--- config.mk ---
export PLATFORM = sky130hd
export DESIGN_NAME = egress_port_fifo
export DESIGN_NICKNAME = d
export VERILOG_FILES = /design/src/hw/mpls_egress_pkg.sv /design/src/hw/egress_port_fifo.sv
export SDC_FILE = /design/constraint.sdc
export NUM_CORES = 1
export LEC_CHECK = 0
export BUFFER_PORTS_ARGS = -buffer_cell sky130_fd_sc_hd__clkbuf_2
export CORE_ASPECT_RATIO = 1.75
export CORE_MARGIN = 4
export CORE_UTILIZATION = 55
export DETAILED_ROUTE_END_ITERATION = 6
export PLACE_DENSITY = 0.75
export SETUP_SLACK_MARGIN = 0.3
export SLEW_MARGIN = 25
export SYNTH_ARGS = -nofsm -noshare
export SYNTH_HDL_FRONTEND = slang
export SYNTH_SLANG_ARGS = --single-unit
--- constraint.sdc ---
create_clock -name clk_ifc -period 7.71 [get_ports clk_ifc]
set_input_delay 1.542 -clock clk_ifc [delete_from_list [all_inputs] [get_ports clk_ifc]]
set_output_delay 1.542 -clock clk_ifc [all_outputs]
set_load 0.02 [all_outputs]
--- src/hw/mpls_egress_pkg.sv ---
// MPLS egress shared definitions

package mpls_egress_pkg;

    //////////////////////////////
    // Egress bus geometry
    //////////////////////////////

    // Bytes carried by one egress word
    localparam int egr_data_bytes = 8;

    // Bits carried by one egress word
    localparam int egr_data_bits = egr_data_bytes * 8;

    // Port tag width on the egress bus
    localparam int egr_port_idx_bits = 3;

    // Highest number of physical ports the tag can address
    localparam int egr_max_ports = 2 ** egr_port_idx_bits;

    //////////////////////////////
    // Types
    //////////////////////////////

    // Destination port number that travels with every word
    typedef logic [egr_port_idx_bits-1:0] egr_port_idx_t;

    // Byte enables of one word, contiguous from bit 0
    typedef logic [egr_data_bytes-1:0] egr_keep_t;

    // One egress word seen as byte lanes or as 32-bit lanes
    // Element 0 of either view sits in the lowest bits and leaves first
    typedef union packed {
        logic [egr_data_bytes-1:0][7:0]         as_bytes;
        logic [egr_data_bits/32-1:0][31:0]      as_words;
    } egr_word_u;

endpackage

--- src/hw/egress_port_fifo.sv ---
// Egress port word buffer

module egress_port_fifo #(
    parameter int fifo_depth = 16
) (
    input  logic                        clk_ifc,
    input  logic                        rst_n,

    // Write side from the port decoder
    input  logic                        wr_en,
    input  mpls_egress_pkg::egr_word_u  wr_word,
    input  mpls_egress_pkg::egr_keep_t  wr_keep,
    input  logic                        wr_last,

    // Read side toward the serializer
    input  logic                        rd_pop,
    output logic                        rd_valid,
    output mpls_egress_pkg::egr_word_u  rd_word,
    output mpls_egress_pkg::egr_keep_t  rd_keep,
    output logic                        rd_last,

    // Sticky until reset
    output logic                        overflow
);

    localparam int ptr_bits = (fifo_depth > 1) ? $clog2(fifo_depth) : 1;
    localparam int cnt_bits = $clog2(fifo_depth + 1);

    mpls_egress_pkg::egr_word_u mem_word [fifo_depth];
    mpls_egress_pkg::egr_keep_t mem_keep [fifo_depth];
    logic                       mem_last [fifo_depth];

    logic [ptr_bits-1:0]        wr_ptr;
    logic [ptr_bits-1:0]        rd_ptr;
    logic [cnt_bits-1:0]        count;
    logic                       full;
    logic                       wr_ok;

    // Circular increment for a depth that need not be a power of two
    function automatic logic [ptr_bits-1:0] ptr_inc(input logic [ptr_bits-1:0] ptr);
        if (ptr == ptr_bits'(fifo_depth - 1)) begin
            return '0;
        end
        return ptr + 1'b1;
    endfunction

    assign full  = (count == cnt_bits'(fifo_depth));
    assign wr_ok = wr_en && !full;

    //////////////////////////////
    // Storage
    //////////////////////////////

    always_ff @(posedge clk_ifc) begin
        if (wr_ok) begin
            mem_word[wr_ptr] <= wr_word;
            mem_keep[wr_ptr] <= wr_keep;
            mem_last[wr_ptr] <= wr_last;
        end
    end

    assign rd_word = mem_word[rd_ptr];
    assign rd_keep = mem_keep[rd_ptr];
    assign rd_last = mem_last[rd_ptr];

    //////////////////////////////
    // Pointers, count and flags
    //////////////////////////////

    always_ff @(posedge clk_ifc) begin
        if (!rst_n) begin
            wr_ptr   <= '0;
            rd_ptr   <= '0;
            count    <= '0;
            rd_valid <= 1'b0;
            overflow <= 1'b0;
        end else begin
            if (wr_ok) begin
                wr_ptr <= ptr_inc(wr_ptr);
            end
            if (rd_pop) begin
                rd_ptr <= ptr_inc(rd_ptr);
            end
            count <= count + cnt_bits'(wr_ok) - cnt_bits'(rd_pop);
            // A fresh word shows one edge after it is stored
            rd_valid <= (count != cnt_bits'(rd_pop));
            if (wr_en && full) begin
                overflow <= 1'b1;
            end
        end
    end

    // Serializer must only pop a word that is being presented
    a_pop_needs_valid: assert property (
        @(posedge clk_ifc) disable iff (!rst_n)
        rd_pop |-> rd_valid
    );

endmodule

# Yosys cells after proc, flatten, opt, wreduce, memory -nomap -nowiden
# Memories as Yosys holds them, arrays and structs flattened. A register that Yosys moved wholly into a read port is not among the register bits.
# Cells that the tools add are included.
[totals] in_bits=77 wordCells=37 ram_bits=1168 out_inout_bits=75 ff_bits=15 n_memories=3
[classes] muxes=18 n_addsub=4 n_eq_ne=4 reduce_logical=3
[mem_list] name="mem_word" depth=16 word_bits=64 read_ports=1 rd_clocked_by_memory_dff=1 write_ports=1 line="egress_port_fifo.sv:29" source="mpls_egress_pkg::egr_word_u mem_word [fifo_depth];"
[mem_list] name="mem_keep" depth=16 word_bits=8 read_ports=1 rd_clocked_by_memory_dff=1 write_ports=1 line="egress_port_fifo.sv:30" source="mpls_egress_pkg::egr_keep_t mem_keep [fifo_depth];"
[mem_list] name="mem_last" depth=16 word_bits=1 read_ports=1 rd_clocked_by_memory_dff=1 write_ports=1 line="egress_port_fifo.sv:31" source="logic mem_last [fifo_depth];"
[ops] op="4-bit 2-to-1 mux" n=10
[ops] op="4-bit by 1-bit adder with 4-bit output (second input constant)" n=2
[ops] op="4-bit == test (second input constant)" n=2
[ops] op="1-bit 2-to-1 mux" n=8
[ops] op="5-bit by 1-bit adder with 5-bit output" n=1
[ops] op="5-bit == test (second input constant)" n=1
[ops] op="5-bit by 1-bit inequality test with 1-bit output" n=1
[ops] op="5-bit by 1-bit subtractor with 5-bit output" n=1
[ops] op="1-bit logical AND" n=2
[ops] op="1-bit zero test" n=1

# Depth between registers and ports, before layout
[logic_depth] depth_word=7 mapped_depth=14 mapped_depth_nobuf=13

# Worst setup path after synthesis
# No wires, ideal clock.
[synth_timing] kind="input to register" from="input port wr_en" to="memory mem_keep[0][0] in the netlist's numbering, enable pin" setup_time_ns=0.594 path_buffers=1 required_ns=7.116 arrival_time_ns=6.838 path_slack_ns=0.279 path_stages=4 cell_sequence="and2_1 -> buf_2 -> nand2_1 -> nor3_1"
[synth_via] elab_chain_len=3
[synth_lines] item="start: declaration" line="egress_port_fifo.sv:10" source="input logic wr_en,"
[synth_lines] item="1-bit logical AND" line="egress_port_fifo.sv:48" source="assign wr_ok = wr_en && !full;"
[synth_lines] item="1-bit 2-to-1 mux" line="egress_port_fifo.sv:55" source="if (wr_ok) begin"
[synth_lines] item="1-bit 2-to-1 mux (implied by the code)" line="egress_port_fifo.sv:57" source="mem_keep[wr_ptr] <= wr_keep;"
[synth_lines] item="end: declaration" line="egress_port_fifo.sv:30"
# Every way passes these cells.

==> flow_summary.yaml <==
synth:
  syn_inst: 1897
  synthFlopType: "edfxtp_1"
  synth_top_area_frac: 0.787
  synth_fp_nets: 1986
  synth_top_family_by_area: "multiplexers"
  synthMuxAreaShare: 0.148
  synthAdderAreaFrac: 0.00354
  seq_area_frac_synth: 0.795
  ys_top_cells_by_area: "edfxtp_1 79%, mux4_2 15%, a22oi_1 2.5%, dfxtp_1 0.85%, nand2_1 0.71%"
  ys_top_cells_by_count: "1168 x edfxtp_1, 292 x mux4_2, 146 x a22oi_1, 84 x nand2_1, 44 x clkbuf_1"
  yosysMostFrequentCell: "edfxtp_1"
  synth_edf_count: 1168
  synth.distinct_cells: 35
  synthXorXnorAreaFrac: 0.00118
  synth_compound_area_frac: 0.0267
  synth-simple-area-share: 0.0122
  synth_seq_cells: 1187
  yosysTopAreaCell: "edfxtp_1"
  syn_area_per_cell_sq_um: 23.5
  yosysWarnings: 0
  postSynth.asyncResetShare: 0
  synth_area_sq_mm: 0.0446
place:
  gp_congestion: 0.741
  hpwl_um: 49500
  portBuffers: 151
  post-place-ws_ps: 3170
  placedCellCount: 3025
  placed_area_sq_mm: 0.0466
routing:
  first_iter_violations: 2472
  postRouteAntennaNets: 0
  drc: 0
  dr_total_vias: 20736
  dr.pass1.iters: 5
  routedWlPerCell_um: 30.8
  vias_per_cell: 6.45
  wl_um: 99000
worst_setup_path:
  path_max_fanout: 67
  cp-end-kind: "primary output"
  critPathRequiredTime_ps: 6170
  crit_cells: 5
  r2r-start: "count[3]"
  cp-start-kind: "flop"
  cp_top_family: "buffers and inverters"
  reg2reg_depth: 7
  worst-setup-path-type: "reg -> out"
  reg2reg_to: "mem_word[12][5]"
  crit_chain: "buf_4 > mux4_2 > a22oi_1 > nand2_1 > clkbuf_2"
  cpPeakStageDelay_ps: 990
  r2r_slack_ps: 4130
  crit_end: "rd_word[44]"
  critPathSlowestCell: "dfxtp_4"
  critPathBufInv: 2
  arrival_ps: 3670
sta:
  hold_viol_final: 0
  relSlewSlack: 0.288
  period_needed_ps: 5210
  worst_pin_slew_ps: 1070
  rsz0062_at_grt: "false"
  finClkSkew_ps: 20.2
  finalWorstSetupSlack_ps: 2500
  fin_crit_sh: 0.676
  fmax_mhz: 192
  timing.hold.ws_ps: 548
  setup_tns_ps: 0
  drv_slew: 0
  setup_viol: 0
clocking:
  numCtsBuffers: 98
  htree_num_levels: 3
  cts.clk_slew.worst_paths_ps: 70
  clkSinkCount: 1187
  cts_tree: "built"
  clockBufferDepth: 3
  cts_setup_buffers: 0
  holdBufCountCts: 0
  post_cts_resized: 0
  clock_latency_ps: 690
  cts-root-buf: "clkbuf_16"
global_route:
  grt-ovfl-total: 0
  grt_use_total: 0.235
  grt_max_degree: 74
  grt_first_pass_wirelength_um: 148000
  antenna_found_initial: 8
  grt_pass1_vias: 22172
cells_and_area:
  fillers: 5120
  final_cells: 3213
  syn_to_final_growth_pct: 12.4
  design_area_sq_mm: 0.0501
  nNetsFinal: 2173
  final_core_util: 0.626
  layout-drive-gt1-share: 0.304
worst_hold_path:
  hold_path.class: "reg -> reg"
  whs_path_depth: 2
floorplan:
  fp.dieW_um: 223
  rows: 137
  die_area_sq_mm: 0.0859
  pin_count: 152
  fp.coreArea_sq_mm: 0.0801
  initial_core_util: 0.557
  chipHeight_um: 385
power_and_ir_drop:
  peakVddDrop_uv: 204
  powerDensity_mw_per_mm2: 272
  p_leak_nw: 15.6
  power_mw: 13.6
job:
  drv_cap: 0
status:
  status: "finished, final reports clean"
-- cells by family after synthesis --
logic type	count (synthesis)
flops	1187
mux	294
compound gates	160
simple gates	127
buf+inv	111
fa+ha+maj	12
xor+xnor	6
-- worst min path at each step --
stage / from / to / slack [ps]
after detailed placement: wr_ptr[1] / wr_ptr[1] / 530
after floorplan: wr_ptr[1] / wr_ptr[1] / 490
after global placement: wr_ptr[0] / wr_ptr[0] / 500
final: wr_ptr[1] / wr_ptr[1] / 550
after global routing: wr_ptr[0] / wr_ptr[0] / 590
after CTS: wr_ptr[1] / wr_ptr[1] / 540
-- sequential cells by signal (all words and copies together) (netlist names), named ones only --
register  count
mem_last     16
overflow      1
mem_keep    128
count         5
wr_ptr        4
rd_valid      1
rd_ptr        4
mem_word   1024
-- cell type report --
cell class              count  area (sq um)  area share
flip-flops and latches   1187         35500       0.708
multi-input cells         599          8700       0.174
clock buffers             107          2510      0.0500
well taps                1042          1300      0.0260
repair buffers            188          1180      0.0235
clock inverters            76           907      0.0181
inverters                  10          37.5    0.000749
diodes                      4          10.0    0.000200
-- report_power, final --
group | internal [mW] | switching [mW] | total [mW]
Combinational | 0.421 | 0.645 | 1.07
Clock | 2.98 | 2.25 | 5.23
Sequential | 7.26 | 0.0606 | 7.32
-- tightest hold or removal path: cells and delay by family, from the launching register on --
family           cells  cell delay, ps
flip-flops           1             350
AO/OA/AOI/OAI        1              70
AND/OR/NAND/NOR      1              70
-- placed cells by master, fill, tap and decap left out, types with 3 or more instances in the layout --
cell type	count
clkbuf_2	151
mux4_2	292
nor2_4	13
xnor2_1	3
diode_2	4
clkinv_1	20
a21oi_1	3
bufinv_16	18
nand2_1	84
clkinvlp_4	5
o21ai_0	4
xor2_1	3
ha_1	11
inv_6	4
buf_4	19
inv_1	9
clkbuf_1	8
clkinv_2	17
and2_1	9
nand3_1	4
nor3_4	3
buf_12	5
buf_6	11
a22oi_1	146
clkinv_4	8
edfxtp_1	1168
dfxtp_1	17
clkbuf_16	99
-- routing by layer --
| layer | up-vias | global-route usage | routed length, um |
|---|---|---|---|
| met2 | 953 | 0.410 | 53200 |
| li1 | 8479 | - | - |
| met4 | 8 | 0.0714 | 2380 |
| met1 | 11134 | 0.310 | 36300 |
| met5 | - | 0 | 47 |
| met3 | 162 | 0.0366 | 7100 |
Power figures use the tool's default switching activity.
