[src/hw/mpls_egress_pkg.sv]
// MPLS egress shared definitions

package mpls_egress_pkg;

    //////////////////////////////
    // Egress bus geometry
    //////////////////////////////

    // Bytes carried by one egress word
    localparam int egr_data_bytes = 8;

    // Bits carried by one egress word
    localparam int egr_data_bits = egr_data_bytes * 8;

    // Port tag width on the egress bus
    localparam int egr_port_idx_bits = 3;

    // Highest number of physical ports the tag can address
    localparam int egr_max_ports = 2 ** egr_port_idx_bits;

    //////////////////////////////
    // Types
    //////////////////////////////

    // Destination port number that travels with every word
    typedef logic [egr_port_idx_bits-1:0] egr_port_idx_t;

    // Byte enables of one word, contiguous from bit 0
    typedef logic [egr_data_bytes-1:0] egr_keep_t;

    // One egress word seen as byte lanes or as 32-bit lanes
    // Element 0 of either view sits in the lowest bits and leaves first
    typedef union packed {
        logic [egr_data_bytes-1:0][7:0]         as_bytes;
        logic [egr_data_bits/32-1:0][31:0]      as_words;
    } egr_word_u;

endpackage

[src/hw/egress_width_serializer.sv]
// Egress width serializer

module egress_width_serializer #(
    parameter int lane_bytes = 1
) (
    input  logic                        clk_ifc,
    input  logic                        rst_n,

    // Buffered words from the port fifo
    input  logic                        rd_valid,
    input  mpls_egress_pkg::egr_word_u  rd_word,
    input  mpls_egress_pkg::egr_keep_t  rd_keep,
    input  logic                        rd_last,
    output logic                        rd_pop,

    // Physical port
    output logic                        out_valid,
    output logic [lane_bytes*8-1:0]     out_data,
    output logic [lane_bytes-1:0]       out_keep,
    output logic                        out_last,
    input  logic                        out_ready
);

    localparam int num_lanes     = mpls_egress_pkg::egr_data_bytes / lane_bytes;
    localparam int lane_idx_bits = $clog2(num_lanes);

    mpls_egress_pkg::egr_word_u cur_word;
    mpls_egress_pkg::egr_keep_t cur_keep;
    mpls_egress_pkg::egr_keep_t rest_keep;
    logic                       cur_last;
    logic [lane_idx_bits-1:0]   lane_idx;
    logic                       final_lane;
    logic                       xfer;
    logic                       load;

    // Only byte lanes and 32-bit lanes have a matching word view
    if (lane_bytes != 1 && lane_bytes != 4) begin : g_bad_lane
        $error("egress_width_serializer supports lane_bytes of 1 or 4 only");
    end

    //////////////////////////////
    // Handshakes
    //////////////////////////////

    assign xfer = out_valid && out_ready;

    // Take a new word only once the previous one has fully drained
    assign load   = rd_valid && !out_valid;
    assign rd_pop = load;

    //////////////////////////////
    // Lane selection
    //////////////////////////////

    if (lane_bytes == 1) begin : g_byte_lanes
        assign out_data = cur_word.as_bytes[lane_idx];
    end else begin : g_word_lanes
        assign out_data = cur_word.as_words[lane_idx];
    end

    assign out_keep = cur_keep[lane_idx*lane_bytes +: lane_bytes];

    // Keep bits above the current lane
    // Keep is contiguous, so nothing left there means this lane ends the word
    assign rest_keep  = cur_keep >> (lane_bytes * (int'(lane_idx) + 1));
    assign final_lane = (rest_keep == '0);
    assign out_last   = cur_last && final_lane;

    //////////////////////////////
    // Control
    //////////////////////////////

    always_ff @(posedge clk_ifc) begin
        if (!rst_n) begin
            out_valid <= 1'b0;
            lane_idx  <= '0;
        end else if (load) begin
            out_valid <= 1'b1;
            lane_idx  <= '0;
        end else if (xfer) begin
            if (final_lane) begin
                out_valid <= 1'b0;
            end else begin
                lane_idx <= lane_idx + 1'b1;
            end
        end
    end

    // Current word
    always_ff @(posedge clk_ifc) begin
        if (load) begin
            cur_word <= rd_word;
            cur_keep <= rd_keep;
            cur_last <= rd_last;
        end
    end

    // Port holds its beat while the sink stalls
    a_hold_on_stall: assert property (
        @(posedge clk_ifc) disable iff (!rst_n)
        out_valid && !out_ready |=> out_valid && $stable(out_data)
            && $stable(out_keep) && $stable(out_last)
    );

endmodule

[config.mk]
export PLATFORM = sky130hd
export DESIGN_NAME = egress_width_serializer
export DESIGN_NICKNAME = d
export VERILOG_FILES = /design/src/hw/mpls_egress_pkg.sv /design/src/hw/egress_width_serializer.sv
export SDC_FILE = /design/constraint.sdc
export NUM_CORES = 1
export LEC_CHECK = 0
export BUFFER_PORTS_ARGS = -buffer_cell sky130_fd_sc_hd__clkbuf_2
export CORE_ASPECT_RATIO = 1.4
export CORE_MARGIN = 4
export CORE_UTILIZATION = 40
export CTS_CLUSTER_DIAMETER = 120
export DETAILED_ROUTE_END_ITERATION = 10
export GPL_ROUTABILITY_DRIVEN = 1
export PLACE_DENSITY = 0.66
export REMOVE_ABC_BUFFERS = 1
export SYNTH_ARGS = -nofsm -noshare
export SYNTH_HDL_FRONTEND = slang
export SYNTH_SLANG_ARGS = --single-unit
[constraint.sdc]
create_clock -name clk_ifc -period 8.2 [get_ports clk_ifc]
set_input_delay 0.41 -clock clk_ifc [delete_from_list [all_inputs] [get_ports clk_ifc]]
set_output_delay 0.41 -clock clk_ifc [all_outputs]
set_load 0.05 [all_outputs]
## After elaboration in Yosys (flattened, before gate mapping)

Index checks and enable logic that the tools add are counted.

| operators by class | value |
|---|---|
| add/subtract/negate cells | 2 |
| $lt $le $gt $ge | 1 |
| shifts and indexed selects | 2 |
| muxes and demuxes | 5 |
| bitwise operators | 2 |
| reduce and logical (&&, ||, !) cells | 10 |

Operators by type and width:

| operator | count |
|---|---|
| 8-bit binary-select mux with 3-bit select | 1 |
| 8-bit zero test | 1 |
| 8-bit 2-to-1 mux | 1 |
| 8-bit by 4-bit variable part select with 1-bit output | 1 |
| 8-bit by 4-bit >> shifter with 8-bit output | 1 |
| 3-bit by 1-bit adder with 4-bit output (second input constant) | 1 |
| 3-bit by 4-bit < comparator with 1-bit output (second input constant) | 1 |
| 2-bit AND reduction | 2 |
| 2-bit nonzero test | 2 |
| 3-bit by 1-bit adder with 3-bit output (second input constant) | 1 |
| 1-bit logical AND | 3 |
| 1-bit 2-to-1 mux | 3 |
| 1-bit inverter | 2 |
| 2-bit OR reduction | 1 |
| 1-bit zero test | 1 |

| word-level totals | value |
|---|---|
| register bits | 77 |
| input port bits | 77 |
| output and inout port bits | 12 |
| logic and storage cells | 27 |

## Longest topological paths before layout

Gate-level depths: netlist (run 1).

| depth | value |
|---|---|
| depth in word-level cells | 6 |
| gate-level depth with buffers | 5 |
| depth with buffers taken out | 4 |

## Worst setup path before layout (run 1)

Ideal clock, no wire load.

| timing | value |
|---|---|
| path type | flip-flop to flip-flop |
| start | register out_valid |
| end | register lane_idx[2] |
| setup time | 126 ps |
| arrival time | 5178 ps |
| required time | 8074 ps |
| path slack | 2896 ps |
| cell stages (with the launch flop) | 4 |
| path buffers | 0 |
| clock period less this slack | 5304 ps |
| cells stage by stage | dfxtp_1 nor2b_1 nor2b_1 a21boi_0 |

| on the way | value |
|---|---|
| word-level cells in the longest chain between the ends | 3 |
| elaborated cells between the ends (all ways) | 5 |
| classes of those cells | reduce/logical: 5 |

RTL lines:

| what | RTL line | text |
|---|---|---|
| start: declaration | egress_width_serializer.sv:17 | `output logic out_valid,` |
| start signal: assignment | egress_width_serializer.sv:75 | `out_valid <= 1'b0;` |
| start signal: assignment | egress_width_serializer.sv:78 | `out_valid <= 1'b1;` |
| start signal: assignment | egress_width_serializer.sv:82 | `out_valid <= 1'b0;` |
| 1-bit zero test | egress_width_serializer.sv:48 | `assign load = rd_valid && !out_valid;` |
| 1-bit logical AND | egress_width_serializer.sv:48 |  |
| net rd_pop | egress_width_serializer.sv:14 | `output logic rd_pop,` |
| 2-bit OR reduction (no source line) | -- |  |
| end signal: assignment | egress_width_serializer.sv:84 | `lane_idx <= lane_idx + 1'b1;` |
| end: declaration | egress_width_serializer.sv:31 | `logic [lane_idx_bits-1:0] lane_idx;` |

The timed path passes the listed nets, and every way through them passes these cells.
A chain may end at the register's enable or synchronous reset.

## Worst setup path in the final report (run 1)

| timing | value |
|---|---|
| start | register lane_idx[0] |
| end | output out_last |

| on the way | value |
|---|---|
| word-level cells in the longest chain between the ends | 4 |

RTL lines:

| what | RTL line | text |
|---|---|---|
| 3-bit by 1-bit adder with 4-bit output | egress_width_serializer.sv:65 | `assign rest_keep = cur_keep >> (lane_bytes * (int'(lane_idx) + 1));` |
| 8-bit by 4-bit >> shifter with 8-bit output | egress_width_serializer.sv:65 |  |
| 8-bit zero test | egress_width_serializer.sv:66 | `assign final_lane = (rest_keep == '0);` |
| 1-bit logical AND | egress_width_serializer.sv:67 | `assign out_last = cur_last && final_lane;` |
| end: declaration | egress_width_serializer.sv:20 | `output logic out_last,` |

No other way between the ends.

==> summary.md, run 1 <==
| Metric | Value |
|---|---|
| Unrepaired setup endpoints after global routing | false |
| Wire length of the first global-routing pass | roughly 8400 um |
| Max-Slew Margin vs Limit | between 30% and 40% |
| Required time reported for the critical path endpoint | between 7000 and 8000 ps |
| Post-synthesis sequential area ratio | 74.6% |
| Number of buffers created by CTS | 9 |
| Number of placed I/O pins | approximately 90 |
| Most frequently used flop master after synthesis | sky130_fd_sc_hd__edfxtp_1 |
| Effective utilization at floorplan | between 40% and 50% |
| Via-to-Cell Ratio | between 4 and 5 |
| Number of enable-type register cells in the synthesized netlist | 73 |
| Final period util | 35.3% |
| DRC errors left | 0 |
| Final Net Count | about 310 |
| Total power | around 0.84 mW |
| DR iter-0 viols | 77 |
| Area of the die | between 9000 and 10000 um2 |
| Length in cells of the worst reg-to-reg path | 4 |
| Startpoint Class | register |
| Met2 Track Usage GR | 20.9% |
| Highest achievable clock rate | 345 MHz |
| Port buffer count | between 80 and 90 |
| Xor/xnor share of the synthesized area | 0% |
| Worst clock skew | 5.42 ps |
| Half-perimeter wire length after detailed placement | 3650 um |
| Multiplexer share of the synthesized area | a little under a fifth |
| Dominant combinational cell family by area after synthesis | multiplexers |
| Crit-path max cell delay | 840 ps |
| Synthesized-area fraction occupied by ao, oa, aoi and oai cells | 3.45% |
| Number of cells on the worst hold path | 1 |
| Antenna-violating nets left | 0 |
| Layer with the highest usage | met2 |
| Crit path DAT | between 2000 and 2500 ps |
| Placed Instance Area | 3590 um2 |
| CTS HTree Levels | 3 |
| Final routed wire length divided by cell count | roughly 16 um |
| Number of vias after detailed routing | between 1.5k and 2k |
| Routing usage on met1 | around 14% |
| Row count | 37 |
| Std-Cell Core Area | approximately 7400 um2 |
| TritonCTS clock tree | yes |
| Placer Congestion | 0.727 |
| Series of cell instances along the critical path | mux2_4, a2111oi_4, o21ai_2, nor2_1, clkbuf_2 |
| Hold Fails Final Rpt | 0 |
| Post-synth cell types | 25 |
| First-pass DRT Iterations | 5 |
| Number of antenna repair diodes | 0 |
| Arithmetic-cell share of the synthesized area counting full adders, half adders and majority gates | 0.411% |
| Vertical die dimension | 111 um |
| Die Span X | 81.8 um |
| Register bit total from synthesis | between 70 and 80 |
| Peak VDD IR | between 0.0001 and 0.00015 V |
| Power density of the placed cells | roughly 220 nW/um2 |
| Hold-fix buffers at CTS | 0 |
| Final worst-path setup slack | around 5300 ps |
| Wire length reported by the detailed router | 5280 um |
| # clock sinks | 77 |
| Skew-Pair Late Insertion Delay | ~340 ps |
| Worst-Margin Slew | a little over 1000 ps |
| Mean post-synth cell area | approximately 22 um2 |
| Total global routing overflow | 0 |
| Post-route cell area | ~3800 um2 |
| Number of maximum-capacitance violations | 0 |
| Initial antenna violation count | 0 |
| Tmin final | between 2000 and 3000 ps |
| Number of buffers on the longest clock path | 2 |
| Category of the worst setup path capture point | output port |
| P_leak | ~1.4 nW |
| Aggregate negative setup slack | 0 ps |
| Final-report setup violation count | 0 |
| Simple-gate area share of the yosys netlist | 2.05% |
| Post-Syn Area | 3050 um2 |
| Area growth, synth to finish | 24.6% |
| Slowest stage cell on the critical path | sky130_fd_sc_hd__dfxtp_2 |
| Dpl ws | roughly 5600 ps |
| Yosys warnings | 0 |
| Worst-path fanout max | 24 |
| Tightest hold margin | ~240 ps |
| Max Transition Viols Final | 0 |
| Post-CTS sizing | 0 |
| Instance count of the mapped netlist | 139 |
| Gr usage total | between 10 and 15% |
| Status | complete, no violations |
| Met3 track demand over resource in global routing | approximately 4.8% |
| Root buf cell | sky130_fd_sc_hd__clkbuf_8 |
| Post-synth ARST share | 0% |
| Post-CTS Setup Bufs | 0 |
| Startpoint-to-endpoint class of the critical path | reg -> out |
| Vias in the first global route | 1799 |
| Share of layout cells above drive strength 1 | ~59% |
| Clock-pin transition on the worst setup and hold timing paths | 80 ps |
| Largest net degree at the start of global routing | 76 |
| Worst min-delay path class | in -> reg |
[routing by layer]
layer / wire, um / part of all wire, %
met1: 1940 / 37
met2: 2840 / 54
met3: 349 / 6.6
met4: 154 / 2.9
met5: 0 / 0
[final cells by class]
class	count	area (um2)
Fill cell	659	3610
Timing Repair Buffer	89	448
Sequential cell	77	2270
Clock buffer	9	124
Clock inverter	6	78.8
Tap cell	97	121
Inverter	3	11.3
Multi-Input combinational cell	54	741
[cells by family after synthesis]
group	after synthesis
DFF	77
muxes	31
and+or+nand+nor	13
AOI/OAI and AO/OA	9
buffers and inverters	8
adders and majority gates	1
[per-stage QoR]
stage          utilization, %  cells
2_1_floorplan               -    134
3_3_place_gp             48.5    320
3_5_place_dp             48.5    320
4_1_cts                  51.3    335
5_1_grt                  51.3    335
6_report                 51.3    335
[cells in the mapped netlist (all sizes together), types with 2 or more instances]
master  number  share of area, %
o21ai        2              0.45
nand2        6              0.74
nor2b        4              0.82
buf          4              0.86
mux4        18                13
edfxtp      73                72
mux2        11               4.2
mux2i        2              0.66
dfxtp        4               2.6
inv          3              0.37
[sequential cells by signal, indices dropped and copies added (netlist names)]
register and cells:
cur_word 64, cur_keep 8, lane_idx 3, cur_last 1, out_valid 1
[worst max-delay path, delay by kind of cell, from the launching register on]
| family | cells | cell delay [ps] |
|---|---|---|
| compound gates | 2 | 540 |
| buf+inv | 1 | 280 |
| flops | 1 | 840 |
| mux | 1 | 370 |
| simple gates | 1 | 110 |
[worst paths after layout]
path / start / end / slack [ps]
worst max-delay path: lane_idx[0] / out_last / 5300
worst min-delay path: rd_word[1] / cur_word[1] / 240
worst max register to register: lane_idx[0] / out_valid / 6070
worst min register to register: out_valid / lane_idx[2] / 690
[report_power, final]
part           internal, mW  switching, mW  total, mW
Combinational        0.0382         0.0416     0.0798
Sequential            0.456         0.0115      0.468
Clock                 0.167          0.125      0.292
[layout by cell type (no fill, tap or decap), types with 2 or more instances in the layout]
cell	netlist	final
sky130_fd_sc_hd__clkbuf_2	0	88
sky130_fd_sc_hd__edfxtp_1	73	73
sky130_fd_sc_hd__mux4_2	18	18
sky130_fd_sc_hd__mux2_2	10	10
sky130_fd_sc_hd__clkbuf_8	0	9
sky130_fd_sc_hd__nand2_1	6	6
sky130_fd_sc_hd__inv_1	3	3
sky130_fd_sc_hd__nor2b_1	4	3
sky130_fd_sc_hd__clkinv_2	0	3
sky130_fd_sc_hd__dfxtp_1	4	3
sky130_fd_sc_hd__mux2i_1	2	2
sky130_fd_sc_hd__bufinv_16	0	2
Note: power is estimated with default switching activity, not from simulation.
==> run 2, diff against run 1 <==
- clock period: 8.2 -> 2.8 ns (I/O delays scaled with it)
==> summary.md, run 2 (synthesis gave the netlist of run 1 again) <==
| Metric | Value |
|---|---|
| Status | complete, no violations |
| Gr usage total | 16.3% (+3.6 points) |
| Via-to-Cell Ratio | 4.66 (-3.3%) |
| Startpoint-to-endpoint class of the critical path | reg -> out |
| Post-CTS sizing | 0 (unchanged) |
| Row count | 37 (unchanged) |
| Cells after DPL | 325 (+1.6%) |
| Antenna-violating nets left | 0 (unchanged) |
| Placer Congestion | 0.705 (-2.9%) |
| Placed Instance Area | 3640 um2 (+1.4%) |
| Worst min-delay path class | in -> reg |
| Final worst-path setup slack | 413 ps (-4890 ps) |
| Flop2flop setup slack | 1000 ps (-5070 ps) |
| Most frequent standard cell in the layout excluding fill and tap cells | sky130_fd_sc_hd__clkbuf_2 |
| Aggregate negative setup slack | 0 ps (unchanged) |
| Flip-flop and latch area | 2270 um2 (unchanged) |
| Final Net Count | 390 (+25%) |
| Number of buffers created by CTS | 9 (unchanged) |
| Category of the worst setup path capture point | output port |
| Max Transition Viols Final | 0 (unchanged) |
| Reg2Reg Launch Point | lane_idx[0] |
| Initial antenna violation count | 0 (unchanged) |
| Number of antenna repair diodes | 0 (unchanged) |
| Die Span X | 81.8 um (unchanged) |
| Hold-fix buffers at CTS | 73 (+73) |
| # clock sinks | 77 (unchanged) |
| Root buf cell | sky130_fd_sc_hd__clkbuf_8 |
| Number of fill cells | 557 (-15%) |
| Post-CTS Setup Bufs | 0 (unchanged) |
| Total area of multi-input combinational cells | 741 um2 (unchanged) |
| Post-route cell area | 4560 um2 (+20%) |
| Length in cells of the worst reg-to-reg path | 5 (+1) |
| Largest net degree at the start of global routing | 42 (-45%) |
| Share of layout cells above drive strength 1 | 45.1% (-14 points) |
| Number of maximum-capacitance violations | 0 (unchanged) |
| Skew-Pair Late Insertion Delay | 340 ps (about the same) |
| Final-report setup violation count | 0 (unchanged) |
| Highest achievable clock rate | between 400 and 500 MHz |
| Total global routing overflow | 0 (unchanged) |
| Worst setup startpoint | lane_idx[1] |
| Vertical die dimension | 111 um (unchanged) |
| Top reg by flops | cur_word |
| DRC errors left | 0 (unchanged) |
| Worst-Margin Slew | 658 ps (-359 ps) |
| Utilization of the core after routing | 61.6% (+10 points) |
| CTS HTree Levels | 3 (unchanged) |
| Wire length reported by the detailed router | 6600 um (+25%) |
| Count of non-filler cells in the finished layout | 414 (+24%) |
| Area of the die | 9100 um2 (unchanged) |
| Half-perimeter wire length after detailed placement | 3940 um (+7.7%) |
| Max-Slew Margin vs Limit | 56.0% (+24 points) |
| Number of buffers on the longest clock path | 2 (unchanged) |
| Most frequent cells in the layout | sky130_fd_sc_hd__clkbuf_2 (88), sky130_fd_sc_hd__edfxtp_1 (73), sky130_fd_sc_hd__dlygate4sd3_1 (73) |
| P_leak | 1.72 nW (+22%) |
| Wire length of the first global-routing pass | 10800 um (+29%) |
| First-pass DRT Iterations | 4 (-1) |
| Number of flip-flops under the largest register name | 64 (unchanged) |
| Number of placed I/O pins | 89 (unchanged) |
| Worst-path fanout max | 16 (-33%) |
| Tmin final | between 2000 and 2500 ps |
| Area growth, synth to finish | 49.7% |
| Port buffer count | 88 (unchanged) |
| Destination of the critical timing path | out_data[5] |
| Std-Cell Core Area | 7410 um2 (unchanged) |
| Final routed wire length divided by cell count | 15.9 um (+1.2%) |
| Required time reported for the critical path endpoint | 2660 ps (-5130 ps) |
| Dpl ws | 752 ps (-4870 ps) |
| FF-to-FF End | out_valid |
| Hold Fails Final Rpt | 0 (unchanged) |
| DR iter-0 viols | 170 (+120%) |
| Power density of the placed cells | 545 nW/um2 (+150%) |
| Vias in the first global route | 2187 (+22%) |
| Clock-pin transition on the worst setup and hold timing paths | 70 ps (about the same) |
| Unrepaired setup endpoints after global routing | false |
| Crit path DAT | 2250 ps (-240 ps) |
| TritonCTS clock tree | yes |
| Number of vias after detailed routing | 1928 (+19%) |
| Peak VDD IR | 0.000420 V (+200%) |
| Startpoint Class | register |
| Worst clock skew | 12.0 ps (+6.59 ps) |
| Effective utilization at floorplan | 41.1% (unchanged) |
| Final period util | 85.2% |
| Registers with the highest flip-flop counts | cur_word (64), cur_keep (8), lane_idx (3) |
==> run 2: metal layers <==
layer / track usage (%) / vias to the layer above / wire [um]
li1: - / 920 / -
met1: 18.9 / 936 / 2440
met2: 27.1 / 57 / 3700
met3: 4.23 / 15 / 271
met4: 8.20 / 0 / 184
met5: 0 / - / 0
==> run 2: worst min-delay path by stage <==
stage                 from           end  slack [ps]  depth (start not counted)
5_1_grt              rst_n     out_valid          40                          2
3_5_place_dp    rd_word[8]   cur_word[8]         320                          1
2_1_floorplan   rd_keep[0]   cur_keep[0]         240                          0
6_report             rst_n     out_valid          50                          2
4_1_cts              rst_n     out_valid          30                          2
3_3_place_gp   rd_word[43]  cur_word[43]         320                          1
==> run 2: per-stage QoR <==
step	hold slack (ps)	power, mW
2_1_floorplan	239	1.55
5_1_grt	38.9	2.59
4_1_cts	28.8	2.50
3_3_place_gp	318	1.64
6_report	51.3	2.49
3_5_place_dp	319	1.64
==> run 2: layout make-up <==
class / count / share of cell area (%)
inverter: 3 / 0.247
timing repair buffer: 167 / 26.9
multi-input combinational: 54 / 16.2
tap: 97 / 2.66
clock buffer: 12 / 2.96
clock inverter: 4 / 1.07
sequential: 77 / 49.9
==> run 2: worst max-delay path, cell delays in order, from the launching register on <==
cell	delay (ps)
sky130_fd_sc_hd__dfxtp_1	740
sky130_fd_sc_hd__buf_4	310
sky130_fd_sc_hd__mux4_2	320
sky130_fd_sc_hd__mux2_2	290
sky130_fd_sc_hd__clkbuf_2	240
==> run 2: report_power, final <==
group	internal, mW	total [mW]	leakage [nW]	switching [mW]
Clock	0.410	0.789	0.0842	0.379
Sequential	1.33	1.36	0.728	0.0254
Combinational	0.185	0.338	0.912	0.153
Total	1.93	2.49	1.72	0.557
==> run 3, diff against run 2 <==
- CORE_UTILIZATION: 40 -> 53
- CTS_BUF_LIST: default -> sky130_fd_sc_hd__clkbuf_8
- PLACE_DENSITY: 0.66 -> 0.83
==> summary.md, run 3 (synthesis gave the netlist of run 1 again) <==
| Metric | Value |
|---|---|
| Wire length reported by the detailed router | 8580 um (+30%) |
| DR iter-0 viols | 181 (+6.5%) |
| Worst min-delay path class | in -> reg |
| Length in cells of the worst reg-to-reg path | 5 (unchanged) |
| Startpoint-to-endpoint class of the critical path | reg -> out |
| Destination of the critical timing path | out_last |
| Startpoint Class | register |
| Total global routing overflow | 0 (unchanged) |
| Category of the worst setup path capture point | output port |
| Post-CTS Setup Bufs | 0 (unchanged) |
| Effective utilization at floorplan | 54.7% (+14 points) |
| Worst-Margin Slew | 674 ps (+15.7 ps) |
| Number of buffers on the longest clock path | 2 (unchanged) |
| Worst-path fanout max | 9 (-7) |
| Vertical die dimension | 97.7 um (-12%) |
| Worst clock skew | 12.9 ps (+0.924 ps) |
| Flop2flop setup slack | 1030 ps (+30 ps) |
| Number of buffers created by CTS | 9 (unchanged) |
| Initial antenna violation count | 3 (+3) |
| P_leak | 1.74 nW (+0.89%) |
| Port buffer count | 88 (unchanged) |
| Cell depth of the worst setup path | 6 (+2) |
| Utilization of the core after routing | 81.6% (+20 points) |
| Status | complete, no violations |
| Buf/Inv on CP | 2 (unchanged) |
| Std-Cell Core Area | 5570 um2 (-25%) |
| Number of maximum-capacitance violations | 0 (unchanged) |
| Area growth, synth to finish | 49.0% |
| Crit path DAT | 2140 ps (-110 ps) |
| Unrepaired setup endpoints after global routing | false |
| Most frequent cells in the layout | sky130_fd_sc_hd__clkbuf_2 (88), sky130_fd_sc_hd__edfxtp_1 (73), sky130_fd_sc_hd__dlygate4sd3_1 (73) |
| Highest achievable clock rate | 439 MHz (+4.8%) |
| Clock-pin transition on the worst setup and hold timing paths | 90 ps (+20 ps) |
| DRC errors left | 0 (unchanged) |
| Final Net Count | 391 (+0.26%) |
| Max Transition Viols Final | 0 (unchanged) |
| Max-Slew Margin vs Limit | 55.0% (-1.1 points) |
| Row count | 32 (-14%) |
| Registers with the highest flip-flop counts | cur_word (64), cur_keep (8), lane_idx (3) |
| Slowest stage cell on the critical path | sky130_fd_sc_hd__a2111oi_4 |
| Antenna-violating nets left | 0 (unchanged) |
| Largest net degree at the start of global routing | 43 (+2.4%) |
| Most frequent standard cell in the layout excluding fill and tap cells | sky130_fd_sc_hd__clkbuf_2 |
| Series of cell instances along the critical path | buf_4, mux2_4, a2111oi_4, o21ai_2, nor2_1, clkbuf_2 |
| FF-to-FF End | lane_idx[0] |
| Number of flip-flops under the largest register name | 64 (unchanged) |
| Via-to-Cell Ratio | 5.36 (+15%) |
| Final-report setup violation count | 0 (unchanged) |
| Hold-fix buffers at CTS | 73 (unchanged) |
| Top reg by flops | cur_word |
| Hold Fails Final Rpt | 0 (unchanged) |
| Root buf cell | sky130_fd_sc_hd__clkbuf_8 |
| Crit-path max cell delay | 440 ps (-300 ps) |
| CTS HTree Levels | 3 (unchanged) |
| Required time reported for the critical path endpoint | 2660 ps (about the same) |
| # clock sinks | 77 (unchanged) |
| Share of layout cells above drive strength 1 | 45.6% (+0.49 points) |
| Post-CTS sizing | 0 (unchanged) |
| TritonCTS clock tree | yes |
| Delay-heaviest family, CP | compound AO/OA/AOI/OAI gates |
| Tmin final | 2280 ps (-109 ps) |
| Half-perimeter wire length after detailed placement | 3960 um (+0.57%) |
| Area of the die | 7040 um2 (-23%) |
| Final routed wire length divided by cell count | 22.1 um (+38%) |
| Power density of the placed cells | 560 nW/um2 (+2.7%) |
| Worst setup startpoint | lane_idx[0] |
| Gr usage total | 25.6% (+9.3 points) |
| Number of vias after detailed routing | 2086 (+8.2%) |
| Skew-Pair Late Insertion Delay | 350 ps (about the same) |
| Die Span X | 72.1 um (-12%) |
| Reg2Reg Launch Point | lane_idx[0] |
| Vias in the first global route | 2406 (+10%) |
| First-pass DRT Iterations | 4 (unchanged) |
| Peak VDD IR | 0.000544 V (+30%) |
| Number of cells on the worst hold path | 2 (unchanged) |
| Wire length of the first global-routing pass | 12800 um (+18%) |
| Final period util | 81.3% (-3.9 points) |
| Tightest hold margin | 32.1 ps (-19.2 ps) |
| Placer Congestion | 0.716 (+1.5%) |
| Number of placed I/O pins | 89 (unchanged) |
-- run 3: cell count changes in the layout (fill, tap and decap cells not counted) --
cell                         before  now
sky130_fd_sc_hd__clkbuf_1         3    0
sky130_fd_sc_hd__diode_2          0    3
sky130_fd_sc_hd__clkinvlp_4       2    1
sky130_fd_sc_hd__inv_6            0    1
sky130_fd_sc_hd__dfxtp_1          3    4
sky130_fd_sc_hd__clkinv_1         1    2
sky130_fd_sc_hd__dfxtp_2          1    0
sky130_fd_sc_hd__buf_4            5    6
sky130_fd_sc_hd__clkinv_2         0    2
-- run 3: where the power goes --
part           internal, mW  total [mW]  switching [mW]
clock network         0.406       0.824           0.418
logic                 0.186       0.359           0.173
registers              1.33        1.36          0.0266
total                  1.93        2.54           0.618
-- run 3: area by class of cell --
type / count / area (um2)
tap: 68 / 85.1
multi-input combinational: 54 / 741
timing repair buffer: 168 / 1240
fill: 269 / 1020
inverter: 3 / 11.3
clock inverter: 7 / 63.8
clock buffer: 9 / 124
sequential: 77 / 2270
antenna: 3 / 7.51
-- run 3: metal layers --
layer / global-route usage (%) / wire length [um] / vias to the layer above
met5: 0 / 0 / -
li1: - / - / 927
met1: 26.7 / 2820 / 1042
met2: 46.5 / 5060 / 98
met3: 5.90 / 493 / 19
met4: 13.0 / 218 / 0
-- run 3: worst min path at each step --
stage                        end   startpoint
floorplan            cur_keep[0]   rd_keep[0]
global placement    cur_word[54]  rd_word[54]
detailed placement  cur_word[13]  rd_word[13]
CTS                    out_valid        rst_n
global route           out_valid        rst_n
finish                 out_valid        rst_n
-- run 3: per-stage QoR --
stage | area, um2 | setup TNS (ps) | total power, mW | cells | worst slack (ps)
detailed placement | 3610 | 0 | 1.64 | 297 | 888
floorplan | 3020 | -169780 | 1.55 | 134 | -2500
CTS | 4530 | 0 | 2.51 | 386 | 504
global placement | 3610 | 0 | 1.63 | 297 | 932
finish | 4540 | 0 | 2.54 | 389 | 523
global route | 4540 | 0 | 2.64 | 389 | 411
